## config.mk

```make
export PLATFORM = sky130hd
export DESIGN_NAME = tiny_pipe_top
export DESIGN_NICKNAME = d
export VERILOG_FILES = /design/src/tiny_pipe_pkg.sv /design/src/reg_file.sv /design/src/decode_stage.sv /design/src/execute_stage.sv /design/src/result_stage.sv /design/src/tiny_pipe_top.sv
export VERILOG_INCLUDE_DIRS = /design/src
export SDC_FILE = /design/constraint.sdc
export NUM_CORES = 2
export LEC_CHECK = 0
export ABC_AREA = 0
export BUFFER_PORTS_ARGS = -buffer_cell sky130_fd_sc_hd__clkbuf_2
export CAP_MARGIN = 40
export CORE_MARGIN = 2
export CORE_UTILIZATION = 30
export DETAILED_ROUTE_END_ITERATION = 8
export PLACE_DENSITY = 0.55
export RECOVER_POWER = 100
export SETUP_SLACK_MARGIN = 0.4
export SLEW_MARGIN = 20
export SYNTH_ARGS = -nofsm -noshare
export SYNTH_HDL_FRONTEND = slang
export SYNTH_SLANG_ARGS = --single-unit
```

## constraint.sdc

```tcl
create_clock -name clk_i -period 3 [get_ports clk_i]
set_input_delay 0.45 -clock clk_i [delete_from_list [all_inputs] [get_ports clk_i]]
set_output_delay 0.45 -clock clk_i [all_outputs]
set_load 0.02 [all_outputs]
```

## src/tiny_pipe_macros.svh

```systemverilog
`ifndef TINY_PIPE_MACROS_SVH
`define TINY_PIPE_MACROS_SVH

// widths
`define TP_WORD_W      32
`define TP_REG_ADDR_W  5
`define TP_NUM_REGS    32
`define TP_ALU_OP_W    4

// instruction fields
`define TP_RD_F        4:0
`define TP_RJ_F        9:5
`define TP_RK_F        14:10
`define TP_SI12_F      21:10
`define TP_SI20_F      24:5
`define TP_OP17_F      31:15
`define TP_OP10_F      31:22
`define TP_OP7_F       31:25

// major opcodes, register-register group (bits 31:15)
`define TP_OP_ADD_W    17'h00020
`define TP_OP_SUB_W    17'h00022
`define TP_OP_SLT      17'h00024
`define TP_OP_SLTU     17'h00025
`define TP_OP_AND      17'h00029
`define TP_OP_OR       17'h0002a
`define TP_OP_XOR      17'h0002b

// 12-bit immediate group (bits 31:22)
`define TP_OP_ADDI_W   10'h00a
`define TP_OP_ANDI     10'h00d
`define TP_OP_ORI      10'h00e

`define TP_OP_LU12I_W  7'h0a   // bits 31:25

// alu operation codes
`define TP_ALU_ADD     4'd0
`define TP_ALU_SUB     4'd1
`define TP_ALU_AND     4'd2
`define TP_ALU_OR      4'd3
`define TP_ALU_XOR     4'd4
`define TP_ALU_SLT     4'd5
`define TP_ALU_SLTU    4'd6
`define TP_ALU_LUI     4'd7

`endif

```

## src/tiny_pipe_pkg.sv

```systemverilog
`default_nettype none

`include "tiny_pipe_macros.svh"

package tiny_pipe_pkg;

    // data word, also the width of every operand and result
    typedef logic [`TP_WORD_W-1:0] word_t;

    // raw instruction word as it arrives on the input port
    typedef logic [`TP_WORD_W-1:0] inst_t;

    typedef logic [`TP_REG_ADDR_W-1:0] reg_addr_t;  // register index

    typedef logic [`TP_ALU_OP_W-1:0] alu_op_t;  // see TP_ALU_* codes

endpackage

`default_nettype wire

```

## src/reg_file.sv

```systemverilog
`default_nettype none
`timescale 1ns/10ps

`include "tiny_pipe_macros.svh"

module reg_file (
    input  wire                       clk_i,
    input  wire                       locked_i,
    input  tiny_pipe_pkg::reg_addr_t  raddr_a_i,
    input  tiny_pipe_pkg::reg_addr_t  raddr_b_i,
    input  tiny_pipe_pkg::reg_addr_t  waddr_i,
    input  wire                       we_i,
    input  tiny_pipe_pkg::word_t      wdata_i,
    output tiny_pipe_pkg::word_t      rdata_a_o,
    output tiny_pipe_pkg::word_t      rdata_b_o
);
    import tiny_pipe_pkg::*;

    word_t regs [1:`TP_NUM_REGS-1];  // r0 has no storage

    always_ff @(posedge clk_i or negedge locked_i) begin
        if (!locked_i) begin
            for (int i = 1; i < `TP_NUM_REGS; i++) begin
                regs[i] <= '0;
            end
        end else if (we_i && (waddr_i != '0)) begin
            regs[waddr_i] <= wdata_i;
        end
    end

    // asynchronous reads
    // no write bypass, the result slot forward covers that cycle
    assign rdata_a_o = (raddr_a_i == '0) ? '0 : regs[raddr_a_i];
    assign rdata_b_o = (raddr_b_i == '0) ? '0 : regs[raddr_b_i];

endmodule

`default_nettype wire

```

## src/decode_stage.sv

```systemverilog
`default_nettype none
`timescale 1ns/10ps

`include "tiny_pipe_macros.svh"

module decode_stage (
    input  wire                       clk_i,
    input  wire                       locked_i,
    // instruction port
    input  wire                       inst_valid_i,
    input  tiny_pipe_pkg::inst_t      inst_i,
    output logic                      inst_ready_o,
    input  wire                       ex_allow_in_i,
    // forwarding from execute and result slots
    input  wire                       ex_fwd_valid_i,
    input  wire                       ex_fwd_we_i,
    input  tiny_pipe_pkg::reg_addr_t  ex_fwd_dest_i,
    input  tiny_pipe_pkg::word_t      ex_fwd_data_i,
    input  wire                       res_fwd_valid_i,
    input  wire                       res_fwd_we_i,
    input  tiny_pipe_pkg::reg_addr_t  res_fwd_dest_i,
    input  tiny_pipe_pkg::word_t      res_fwd_data_i,
    // register file read
    output tiny_pipe_pkg::reg_addr_t  rf_raddr_a_o,
    output tiny_pipe_pkg::reg_addr_t  rf_raddr_b_o,
    input  tiny_pipe_pkg::word_t      rf_rdata_a_i,
    input  tiny_pipe_pkg::word_t      rf_rdata_b_i,
    // to execute
    output logic                      id_valid_o,
    output tiny_pipe_pkg::alu_op_t    id_alu_op_o,
    output tiny_pipe_pkg::word_t      id_opnd_a_o,
    output tiny_pipe_pkg::word_t      id_opnd_b_o,
    output tiny_pipe_pkg::reg_addr_t  id_dest_o,
    output logic                      id_we_o
);
    import tiny_pipe_pkg::*;

    logic       id_valid_q;
    inst_t      inst_q;
    alu_op_t    dec_op;
    word_t      dec_imm;
    logic       dec_use_imm;
    logic       dec_legal;  // known encoding, writes rd
    word_t      src_a;
    word_t      src_b;
    logic [11:0] si12;

    // slot empty, or it moves on this edge
    assign inst_ready_o = ~id_valid_q | ex_allow_in_i;

    always_ff @(posedge clk_i or negedge locked_i) begin
        if (!locked_i) begin
            id_valid_q <= 1'b0;
        end else if (inst_ready_o) begin
            id_valid_q <= inst_valid_i;
        end
    end

    always_ff @(posedge clk_i) begin
        if (inst_valid_i && inst_ready_o) begin
            inst_q <= inst_i;
        end
    end

    // operand source: execute slot, then result slot, then register file
    function automatic word_t fwd_pick(reg_addr_t addr, word_t rf_data);
        word_t pick;
        pick = rf_data;
        if (res_fwd_valid_i && res_fwd_we_i && (res_fwd_dest_i != '0) &&
            (res_fwd_dest_i == addr)) begin
            pick = res_fwd_data_i;
        end
        if (ex_fwd_valid_i && ex_fwd_we_i && (ex_fwd_dest_i != '0) &&
            (ex_fwd_dest_i == addr)) begin
            pick = ex_fwd_data_i;
        end
        return pick;
    endfunction

    assign rf_raddr_a_o = inst_q[`TP_RJ_F];
    assign rf_raddr_b_o = inst_q[`TP_RK_F];
    assign si12         = inst_q[`TP_SI12_F];

    always_comb begin
        src_a = fwd_pick(rf_raddr_a_o, rf_rdata_a_i);
        src_b = fwd_pick(rf_raddr_b_o, rf_rdata_b_i);
    end

    always_comb begin
        dec_op      = `TP_ALU_ADD;
        dec_imm     = '0;
        dec_use_imm = 1'b0;
        dec_legal   = 1'b1;
        if (inst_q[`TP_OP7_F] == `TP_OP_LU12I_W) begin
            dec_op      = `TP_ALU_LUI;
            dec_imm     = {12'b0, inst_q[`TP_SI20_F]};  // shifted up in the alu
            dec_use_imm = 1'b1;
        end else if (inst_q[`TP_OP10_F] == `TP_OP_ADDI_W) begin
            dec_imm     = {{(`TP_WORD_W-12){si12[11]}}, si12};
            dec_use_imm = 1'b1;
        end else if (inst_q[`TP_OP10_F] == `TP_OP_ANDI) begin
            dec_op      = `TP_ALU_AND;
            dec_imm     = {{(`TP_WORD_W-12){1'b0}}, si12};
            dec_use_imm = 1'b1;
        end else if (inst_q[`TP_OP10_F] == `TP_OP_ORI) begin
            dec_op      = `TP_ALU_OR;
            dec_imm     = {{(`TP_WORD_W-12){1'b0}}, si12};
            dec_use_imm = 1'b1;
        end else begin
            case (inst_q[`TP_OP17_F])
                `TP_OP_ADD_W: dec_op = `TP_ALU_ADD;
                `TP_OP_SUB_W: dec_op = `TP_ALU_SUB;
                `TP_OP_AND:   dec_op = `TP_ALU_AND;
                `TP_OP_OR:    dec_op = `TP_ALU_OR;
                `TP_OP_XOR:   dec_op = `TP_ALU_XOR;
                `TP_OP_SLT:   dec_op = `TP_ALU_SLT;
                `TP_OP_SLTU:  dec_op = `TP_ALU_SLTU;
                default:      dec_legal = 1'b0;
            endcase
        end
    end

    // unknown encodings become add 0 + 0 with no write
    assign id_valid_o  = id_valid_q;
    assign id_alu_op_o = dec_op;
    assign id_opnd_a_o = dec_legal ? src_a : '0;
    assign id_opnd_b_o = !dec_legal ? '0 : (dec_use_imm ? dec_imm : src_b);
    assign id_dest_o   = dec_legal ? inst_q[`TP_RD_F] : '0;
    assign id_we_o     = dec_legal;

endmodule

`default_nettype wire

```

## src/execute_stage.sv

```systemverilog
`default_nettype none
`timescale 1ns/10ps

`include "tiny_pipe_macros.svh"

module execute_stage (
    input  wire                       clk_i,
    input  wire                       locked_i,
    // from decode
    input  wire                       id_valid_i,
    input  tiny_pipe_pkg::alu_op_t    id_alu_op_i,
    input  tiny_pipe_pkg::word_t      id_opnd_a_i,
    input  tiny_pipe_pkg::word_t      id_opnd_b_i,
    input  tiny_pipe_pkg::reg_addr_t  id_dest_i,
    input  wire                       id_we_i,
    output logic                      ex_allow_in_o,
    // forward back to decode
    output logic                      ex_fwd_valid_o,
    output logic                      ex_fwd_we_o,
    output tiny_pipe_pkg::reg_addr_t  ex_fwd_dest_o,
    output tiny_pipe_pkg::word_t      ex_fwd_data_o,
    // to result
    input  wire                       res_allow_in_i,
    output logic                      ex_valid_o,
    output tiny_pipe_pkg::reg_addr_t  ex_dest_o,
    output logic                      ex_we_o,
    output tiny_pipe_pkg::word_t      ex_result_o
);
    import tiny_pipe_pkg::*;

    logic       ex_valid_q;
    alu_op_t    op_q;
    word_t      a_q;
    word_t      b_q;
    reg_addr_t  dest_q;
    logic       we_q;
    word_t      alu_res;

    assign ex_allow_in_o = ~ex_valid_q | res_allow_in_i;

    always_ff @(posedge clk_i or negedge locked_i) begin
        if (!locked_i) begin
            ex_valid_q <= 1'b0;
        end else if (ex_allow_in_o) begin
            ex_valid_q <= id_valid_i;
        end
    end

    always_ff @(posedge clk_i) begin
        if (id_valid_i && ex_allow_in_o) begin
            op_q   <= id_alu_op_i;
            a_q    <= id_opnd_a_i;
            b_q    <= id_opnd_b_i;
            dest_q <= id_dest_i;
            we_q   <= id_we_i;
        end
    end

    // combinational so it can be forwarded in the same cycle
    always_comb begin
        case (op_q)
            `TP_ALU_ADD:  alu_res = a_q + b_q;  // wraps
            `TP_ALU_SUB:  alu_res = a_q - b_q;
            `TP_ALU_AND:  alu_res = a_q & b_q;
            `TP_ALU_OR:   alu_res = a_q | b_q;
            `TP_ALU_XOR:  alu_res = a_q ^ b_q;
            `TP_ALU_SLT:  alu_res = {{(`TP_WORD_W-1){1'b0}}, $signed(a_q) < $signed(b_q)};
            `TP_ALU_SLTU: alu_res = {{(`TP_WORD_W-1){1'b0}}, a_q < b_q};
            `TP_ALU_LUI:  alu_res = {b_q[19:0], 12'h000};
            default:      alu_res = '0;
        endcase
    end

    assign ex_valid_o  = ex_valid_q;
    assign ex_dest_o   = dest_q;
    assign ex_we_o     = we_q;
    assign ex_result_o = alu_res;

    assign ex_fwd_valid_o = ex_valid_q;
    assign ex_fwd_we_o    = we_q;
    assign ex_fwd_dest_o  = dest_q;
    assign ex_fwd_data_o  = alu_res;

endmodule

`default_nettype wire

```

## src/result_stage.sv

```systemverilog
`default_nettype none
`timescale 1ns/10ps

module result_stage (
    input  wire                       clk_i,
    input  wire                       locked_i,
    // from execute
    input  wire                       ex_valid_i,
    input  tiny_pipe_pkg::reg_addr_t  ex_dest_i,
    input  wire                       ex_we_i,
    input  tiny_pipe_pkg::word_t      ex_result_i,
    output logic                      res_allow_in_o,
    // forward back to decode
    output logic                      res_fwd_valid_o,
    output logic                      res_fwd_we_o,
    output tiny_pipe_pkg::reg_addr_t  res_fwd_dest_o,
    output tiny_pipe_pkg::word_t      res_fwd_data_o,
    // retire port
    output logic                      retire_valid_o,
    output logic                      retire_we_o,
    output tiny_pipe_pkg::reg_addr_t  retire_dest_o,
    output tiny_pipe_pkg::word_t      retire_data_o,
    input  wire                       retire_ready_i,
    // register file write
    output logic                      rf_we_o,
    output tiny_pipe_pkg::reg_addr_t  rf_waddr_o,
    output tiny_pipe_pkg::word_t      rf_wdata_o
);
    import tiny_pipe_pkg::*;

    logic       res_valid_q;
    reg_addr_t  dest_q;
    logic       we_q;
    word_t      data_q;

    // retire_ready_i empties the slot on this edge
    assign res_allow_in_o = ~res_valid_q | retire_ready_i;

    always_ff @(posedge clk_i or negedge locked_i) begin
        if (!locked_i) begin
            res_valid_q <= 1'b0;
        end else if (res_allow_in_o) begin
            res_valid_q <= ex_valid_i;
        end
    end

    always_ff @(posedge clk_i) begin
        if (ex_valid_i && res_allow_in_o) begin
            dest_q <= ex_dest_i;
            we_q   <= ex_we_i;
            data_q <= ex_result_i;
        end
    end

    assign retire_valid_o = res_valid_q;
    assign retire_we_o    = we_q;
    assign retire_dest_o  = dest_q;
    assign retire_data_o  = data_q;

    assign rf_we_o    = res_valid_q & retire_ready_i & we_q;  // only on the retiring edge
    assign rf_waddr_o = dest_q;
    assign rf_wdata_o = data_q;

    assign res_fwd_valid_o = res_valid_q;
    assign res_fwd_we_o    = we_q;
    assign res_fwd_dest_o  = dest_q;
    assign res_fwd_data_o  = data_q;

endmodule

`default_nettype wire

```

## src/tiny_pipe_top.sv

```systemverilog
`default_nettype none
`timescale 1ns/10ps

module tiny_pipe_top (
    input  wire                       clk_i,
    input  wire                       locked_i,
    input  wire                       inst_valid_i,
    input  tiny_pipe_pkg::inst_t      inst_i,
    output logic                      inst_ready_o,
    output logic                      retire_valid_o,
    output logic                      retire_we_o,
    output tiny_pipe_pkg::reg_addr_t  retire_dest_o,
    output tiny_pipe_pkg::word_t      retire_data_o,
    input  wire                       retire_ready_i
);
    import tiny_pipe_pkg::*;

    // decode to execute
    logic       id_valid, id_we;
    alu_op_t    id_alu_op;
    word_t      id_opnd_a, id_opnd_b;
    reg_addr_t  id_dest;
    // execute to result
    logic       ex_valid, ex_we;
    reg_addr_t  ex_dest;
    word_t      ex_result;
    // allow-in chain
    logic       ex_allow_in, res_allow_in;
    // forwarding
    logic       ex_fwd_valid, ex_fwd_we, res_fwd_valid, res_fwd_we;
    reg_addr_t  ex_fwd_dest, res_fwd_dest;
    word_t      ex_fwd_data, res_fwd_data;
    // register file
    reg_addr_t  rf_raddr_a, rf_raddr_b, rf_waddr;
    word_t      rf_rdata_a, rf_rdata_b, rf_wdata;
    logic       rf_we;

    decode_stage u_decode (
        .clk_i, .locked_i, .inst_valid_i, .inst_i, .inst_ready_o,
        .ex_allow_in_i(ex_allow_in),
        .ex_fwd_valid_i(ex_fwd_valid), .ex_fwd_we_i(ex_fwd_we),
        .ex_fwd_dest_i(ex_fwd_dest), .ex_fwd_data_i(ex_fwd_data),
        .res_fwd_valid_i(res_fwd_valid), .res_fwd_we_i(res_fwd_we),
        .res_fwd_dest_i(res_fwd_dest), .res_fwd_data_i(res_fwd_data),
        .rf_raddr_a_o(rf_raddr_a), .rf_raddr_b_o(rf_raddr_b),
        .rf_rdata_a_i(rf_rdata_a), .rf_rdata_b_i(rf_rdata_b),
        .id_valid_o(id_valid), .id_alu_op_o(id_alu_op), .id_opnd_a_o(id_opnd_a),
        .id_opnd_b_o(id_opnd_b), .id_dest_o(id_dest), .id_we_o(id_we)
    );

    execute_stage u_execute (
        .clk_i, .locked_i,
        .id_valid_i(id_valid), .id_alu_op_i(id_alu_op), .id_opnd_a_i(id_opnd_a),
        .id_opnd_b_i(id_opnd_b), .id_dest_i(id_dest), .id_we_i(id_we),
        .ex_allow_in_o(ex_allow_in),
        .ex_fwd_valid_o(ex_fwd_valid), .ex_fwd_we_o(ex_fwd_we),
        .ex_fwd_dest_o(ex_fwd_dest), .ex_fwd_data_o(ex_fwd_data),
        .res_allow_in_i(res_allow_in),
        .ex_valid_o(ex_valid), .ex_dest_o(ex_dest), .ex_we_o(ex_we),
        .ex_result_o(ex_result)
    );

    result_stage u_result (
        .clk_i, .locked_i,
        .ex_valid_i(ex_valid), .ex_dest_i(ex_dest), .ex_we_i(ex_we),
        .ex_result_i(ex_result), .res_allow_in_o(res_allow_in),
        .res_fwd_valid_o(res_fwd_valid), .res_fwd_we_o(res_fwd_we),
        .res_fwd_dest_o(res_fwd_dest), .res_fwd_data_o(res_fwd_data),
        .retire_valid_o, .retire_we_o, .retire_dest_o, .retire_data_o, .retire_ready_i,
        .rf_we_o(rf_we), .rf_waddr_o(rf_waddr), .rf_wdata_o(rf_wdata)
    );

    reg_file u_reg_file (
        .clk_i, .locked_i,
        .raddr_a_i(rf_raddr_a), .raddr_b_i(rf_raddr_b),
        .waddr_i(rf_waddr), .we_i(rf_we), .wdata_i(rf_wdata),
        .rdata_a_o(rf_rdata_a), .rdata_b_o(rf_rdata_b)
    );

endmodule

`default_nettype wire

```

==> impl_metrics.csv <==
group,metric,value,unit
timing,max_freq,306,MHz
timing,fin_crit_sh,109,%
worst_setup_path,cp_max_fo,4,
cts,cts_tree,"yes",
worst_hold_path,hold_class,"in -> reg",
yosys,synth_edf_count,143,
timing,relSlewSlack,-26.8,%
worst_setup_path,cp.arrival,3.91,ns
cts,clk_pin_slew,0.06,ns
route,drc_errors,0,
cells_and_area,nets,5449,
pwr,total_power,0.0500,W
timing,tightestPinTransition,1.90,ns
yosys,synth_cell_types,85,
grt,antenna_found_initial,6,
cells_and_area,fill_cells,20167,
grt,grt_pass1_vias,48044,
cells_and_area,postLayoutCoreUtil,38.6,%
placed_design,port_buffers,75,
cts,cts_root_buf,"clkbuf_16",
yosys,synth_warnings,0,
route,viasPerCell,5.64,
yosys,ys.flop_type,"dfrtp_1",
worst_setup_path,end_kind,"register",
route,drt_first_iter_violations,4027,
timing,finalSetupViolCount,134,
yosys,synth_sequential_area_ratio,45.0,%
cts,cts_num_sinks,1138,
timing,finalHoldViolations,0,
route,dr_total_vias,46566,
timing,skew,0.0503,ns
worst_setup_path,crit_type,"reg -> reg",
route,antenna_left,0,
route,wire_per_inst,29.0,um
grt,grt_max_degree,86,
floorplan,ios,76,
cells_and_area,syn_to_final_growth,28.0,%
floorplan,die_area,220000,um2
timing,layout_min_cycle_time,3.27,ns
floorplan,fp.dieH,469,um
floorplan,rows,170,
floorplan,fp.dieW,469,um
floorplan,core_area,215000,um2
timing,setup_ws,-0.273,ns
route,dr.pass1.iters,5,
pwr,power.leakage,36.2,nW
placed_design,dp_hpwl,154000,um
yosys,avgSynthCellArea,14.1,um2
pwr,power.density,602,nW/um2
cts,cts.path.max_buffers,3,
floorplan,initial_core_util,30.2,%
yosys,synth_seq_cells,1138,
cts,cts_max_level,4,
run,maxCapViolCount,2,
worst_setup_path,startpoint_type,"register",
placed_design,place_congestion,0.936,
timing,maxSlewViolCount,87,
status,failed_checks,"max-capacitance violations, max-slew violations, negative setup slack",
timing,grt_setup_unrepaired,"true",
grt,grt_first_pass_wirelength,347000,um
grt,track_usage,21.5,%
yosys,syn_area,64900,um2
status,status,"finished with violations",
cts,cts_buffers,135,
pwr,irDropWorstVdd,0.473,mV
worst_setup_path,required,3.64,ns
yosys,synthArstFlopShare,87.4,%
cts,insertion_delay,0.79,ns
yosys,synth_nets,4749,
yosys,synth_cells,4607,
cells_and_area,drive_gt1_share,57.3,%
route,wl,239000,um
grt,gr-total-overflow,0,
## cells by family (layout without fill, tap and decap cells)
| logic type | count (synthesis) | count (layout) | share of synthesized area, % |
|---|---|---|---|
| buf+inv | 564 | 1367 | 3.39 |
| fa+ha+maj | 106 | 106 | 2.07 |
| mux | 1692 | 1692 | 39.3 |
| flops | 1138 | 1138 | 45.0 |
| other cells | 0 | 5 | 0 |
| compound gates | 603 | 603 | 6.34 |
| xor+xnor | 35 | 35 | 0.473 |
| simple gates | 469 | 469 | 3.46 |
## layer usage
layer | global-route usage [%] | up-vias | routed length (um)
met5 | 0 | - | 60
met4 | 7.02 | 2 | 9450
met3 | 3.76 | 462 | 16100
met2 | 35.0 | 1745 | 113000
met1 | 29.1 | 25058 | 101000
li1 | - | 19299 | -
## flip-flops by register name, indices dropped and copies added, names as in the netlist
signal                    count
u_decode.id_valid_o           1
u_decode.inst_q              32
u_execute.a_q                32
u_execute.b_q                32
u_execute.ex_dest_o           5
u_execute.ex_fwd_valid_o      1
u_execute.ex_fwd_we_o         1
u_execute.op_q                3
u_reg_file.regs             992
u_result.res_fwd_data_o      32
u_result.res_fwd_dest_o       5
u_result.res_fwd_valid_o      1
u_result.res_fwd_we_o         1
## critical path: stages (launching register included)
cell	delay, ns
edfxtp_1	0.36
inv_2	0.06
ha_4	0.31
nor2_4	0.05
buf_4	0.13
a2111o_1	0.51
and4_4	0.21
nor3_4	0.26
o221ai_4	0.16
a311o_1	0.33
o31a_1	0.31
a221oi_2	0.27
a221o_1	0.15
## cells in the mapped netlist, drive strengths merged (13+ instances only)
library cell,number,area [um2]
a211oi,48,360
a21o,17,128
a21oi,156,781
a221oi,17,161
a22o,63,552
a22oi,43,323
a31oi,19,119
and2,17,106
buf,161,687
clkbuf,291,1090
dfrtp,995,24900
edfxtp,143,4290
ha,104,1300
inv,110,413
mux2,1056,11900
mux2i,60,601
mux4,576,13000
nand2,110,413
nand2b,17,106
nand3,29,145
nor2,149,559
nor2b,13,81.3
nor3,51,267
nor4,25,163
o211ai,13,97.6
o21a,13,97.6
o21ai,96,480
o31ai,20,150
xnor2,22,193
xor2,13,114
## placed cells by master (no fill, tap or decap), types with 20 or more instances in the layout
master / netlist / routed
buf_12: 0 / 81
o21ai_0: 88 / 45
a21oi_2: 0 / 23
mux2_2: 1035 / 1034
ha_4: 0 / 20
o21ai_2: 0 / 22
clkbuf_2: 0 / 83
buf_8: 0 / 23
a22oi_1: 43 / 32
mux2i_1: 60 / 51
dlygate4sd3_1: 0 / 35
nor2_1: 149 / 128
mux4_2: 576 / 576
nand3_1: 29 / 21
a211oi_2: 0 / 25
clkbuf_4: 0 / 27
inv_1: 110 / 82
inv_2: 0 / 27
dfrtp_1: 995 / 995
ha_1: 104 / 73
mux2_1: 21 / 21
clkbuf_1: 291 / 85
edfxtp_1: 143 / 143
nor3_2: 0 / 22
buf_6: 1 / 104
a22o_1: 63 / 63
clkbuf_8: 0 / 25
buf_4: 1 / 568
nand2_1: 110 / 92
nor3_1: 50 / 25
clkbuf_16: 0 / 141
a21oi_1: 156 / 125
buf_16: 0 / 34
o21ai_1: 8 / 28
## layout make-up
cell class                      instances  area, um2  share of cell area, %
Timing Repair Buffer                 1015       9720                   11.7
Clock buffer                          198       3900                   4.69
Tap cell                             2838       3550                   4.28
Inverter                              112        424                  0.511
Clock inverter                         42        561                  0.675
Antenna cell                            5       12.5                 0.0151
Multi-Input combinational cell       2905      35700                   43.0
Sequential cell                      1138      29200                   35.2
## repair_timing
item	4_1_cts	5_1_grt
buffers inserted	102	60
endpoints found under the hold margin	71	0
cloned	20	4
gates resized for setup	354	220
setup endpoints to repair	125	218
hold buffers	35	0
pin swaps	91	111
## path summary, 6_finish.rpt
check | start | endpoint | slack [ns] | cells past startpoint
worst max-delay path | u_execute.a_q[4] | u_execute.b_q[0] | -0.27 | 12
worst min-delay path | inst_i[2] | u_decode.inst_q[2] | 0.38 | 2
worst max register to register | u_execute.a_q[4] | u_execute.b_q[0] | -0.27 | 12
worst min register to register | u_decode.id_valid_o | u_execute.ex_fwd_valid_o | 0.50 | 1
max in group asynchronous | locked_i | u_reg_file.regs[299] | 0.18 | 3
min in group asynchronous | locked_i | u_reg_file.regs[885] | 0.71 | 2
## power by group
| group | total (W) | switching [W] | internal, W | leakage [nW] |
|---|---|---|---|---|
| clock network | 0.0166 | 0.00705 | 0.00955 | 2.17 |
| logic | 0.0132 | 0.00605 | 0.00715 | 19.2 |
| registers | 0.0202 | 0.00199 | 0.0182 | 14.9 |
## per-stage QoR
stage,cell area [um2],setup slack (ns),std cells,setup TNS [ns],hold WS [ns]
final,83000,-0.273,8253,-10.71,0.378
after global routing,83000,-0.379,8252,-58.37,0.366
after CTS,82300,-0.314,8183,-5.71,0.241
after detailed placement,74500,-0.515,7786,-16.30,0.468
after global placement,74400,-0.440,7779,-14.57,0.460
after floorplan,65400,0.0554,4607,0,0.154
No activity file was read; power rests on OpenSTA's default activity.
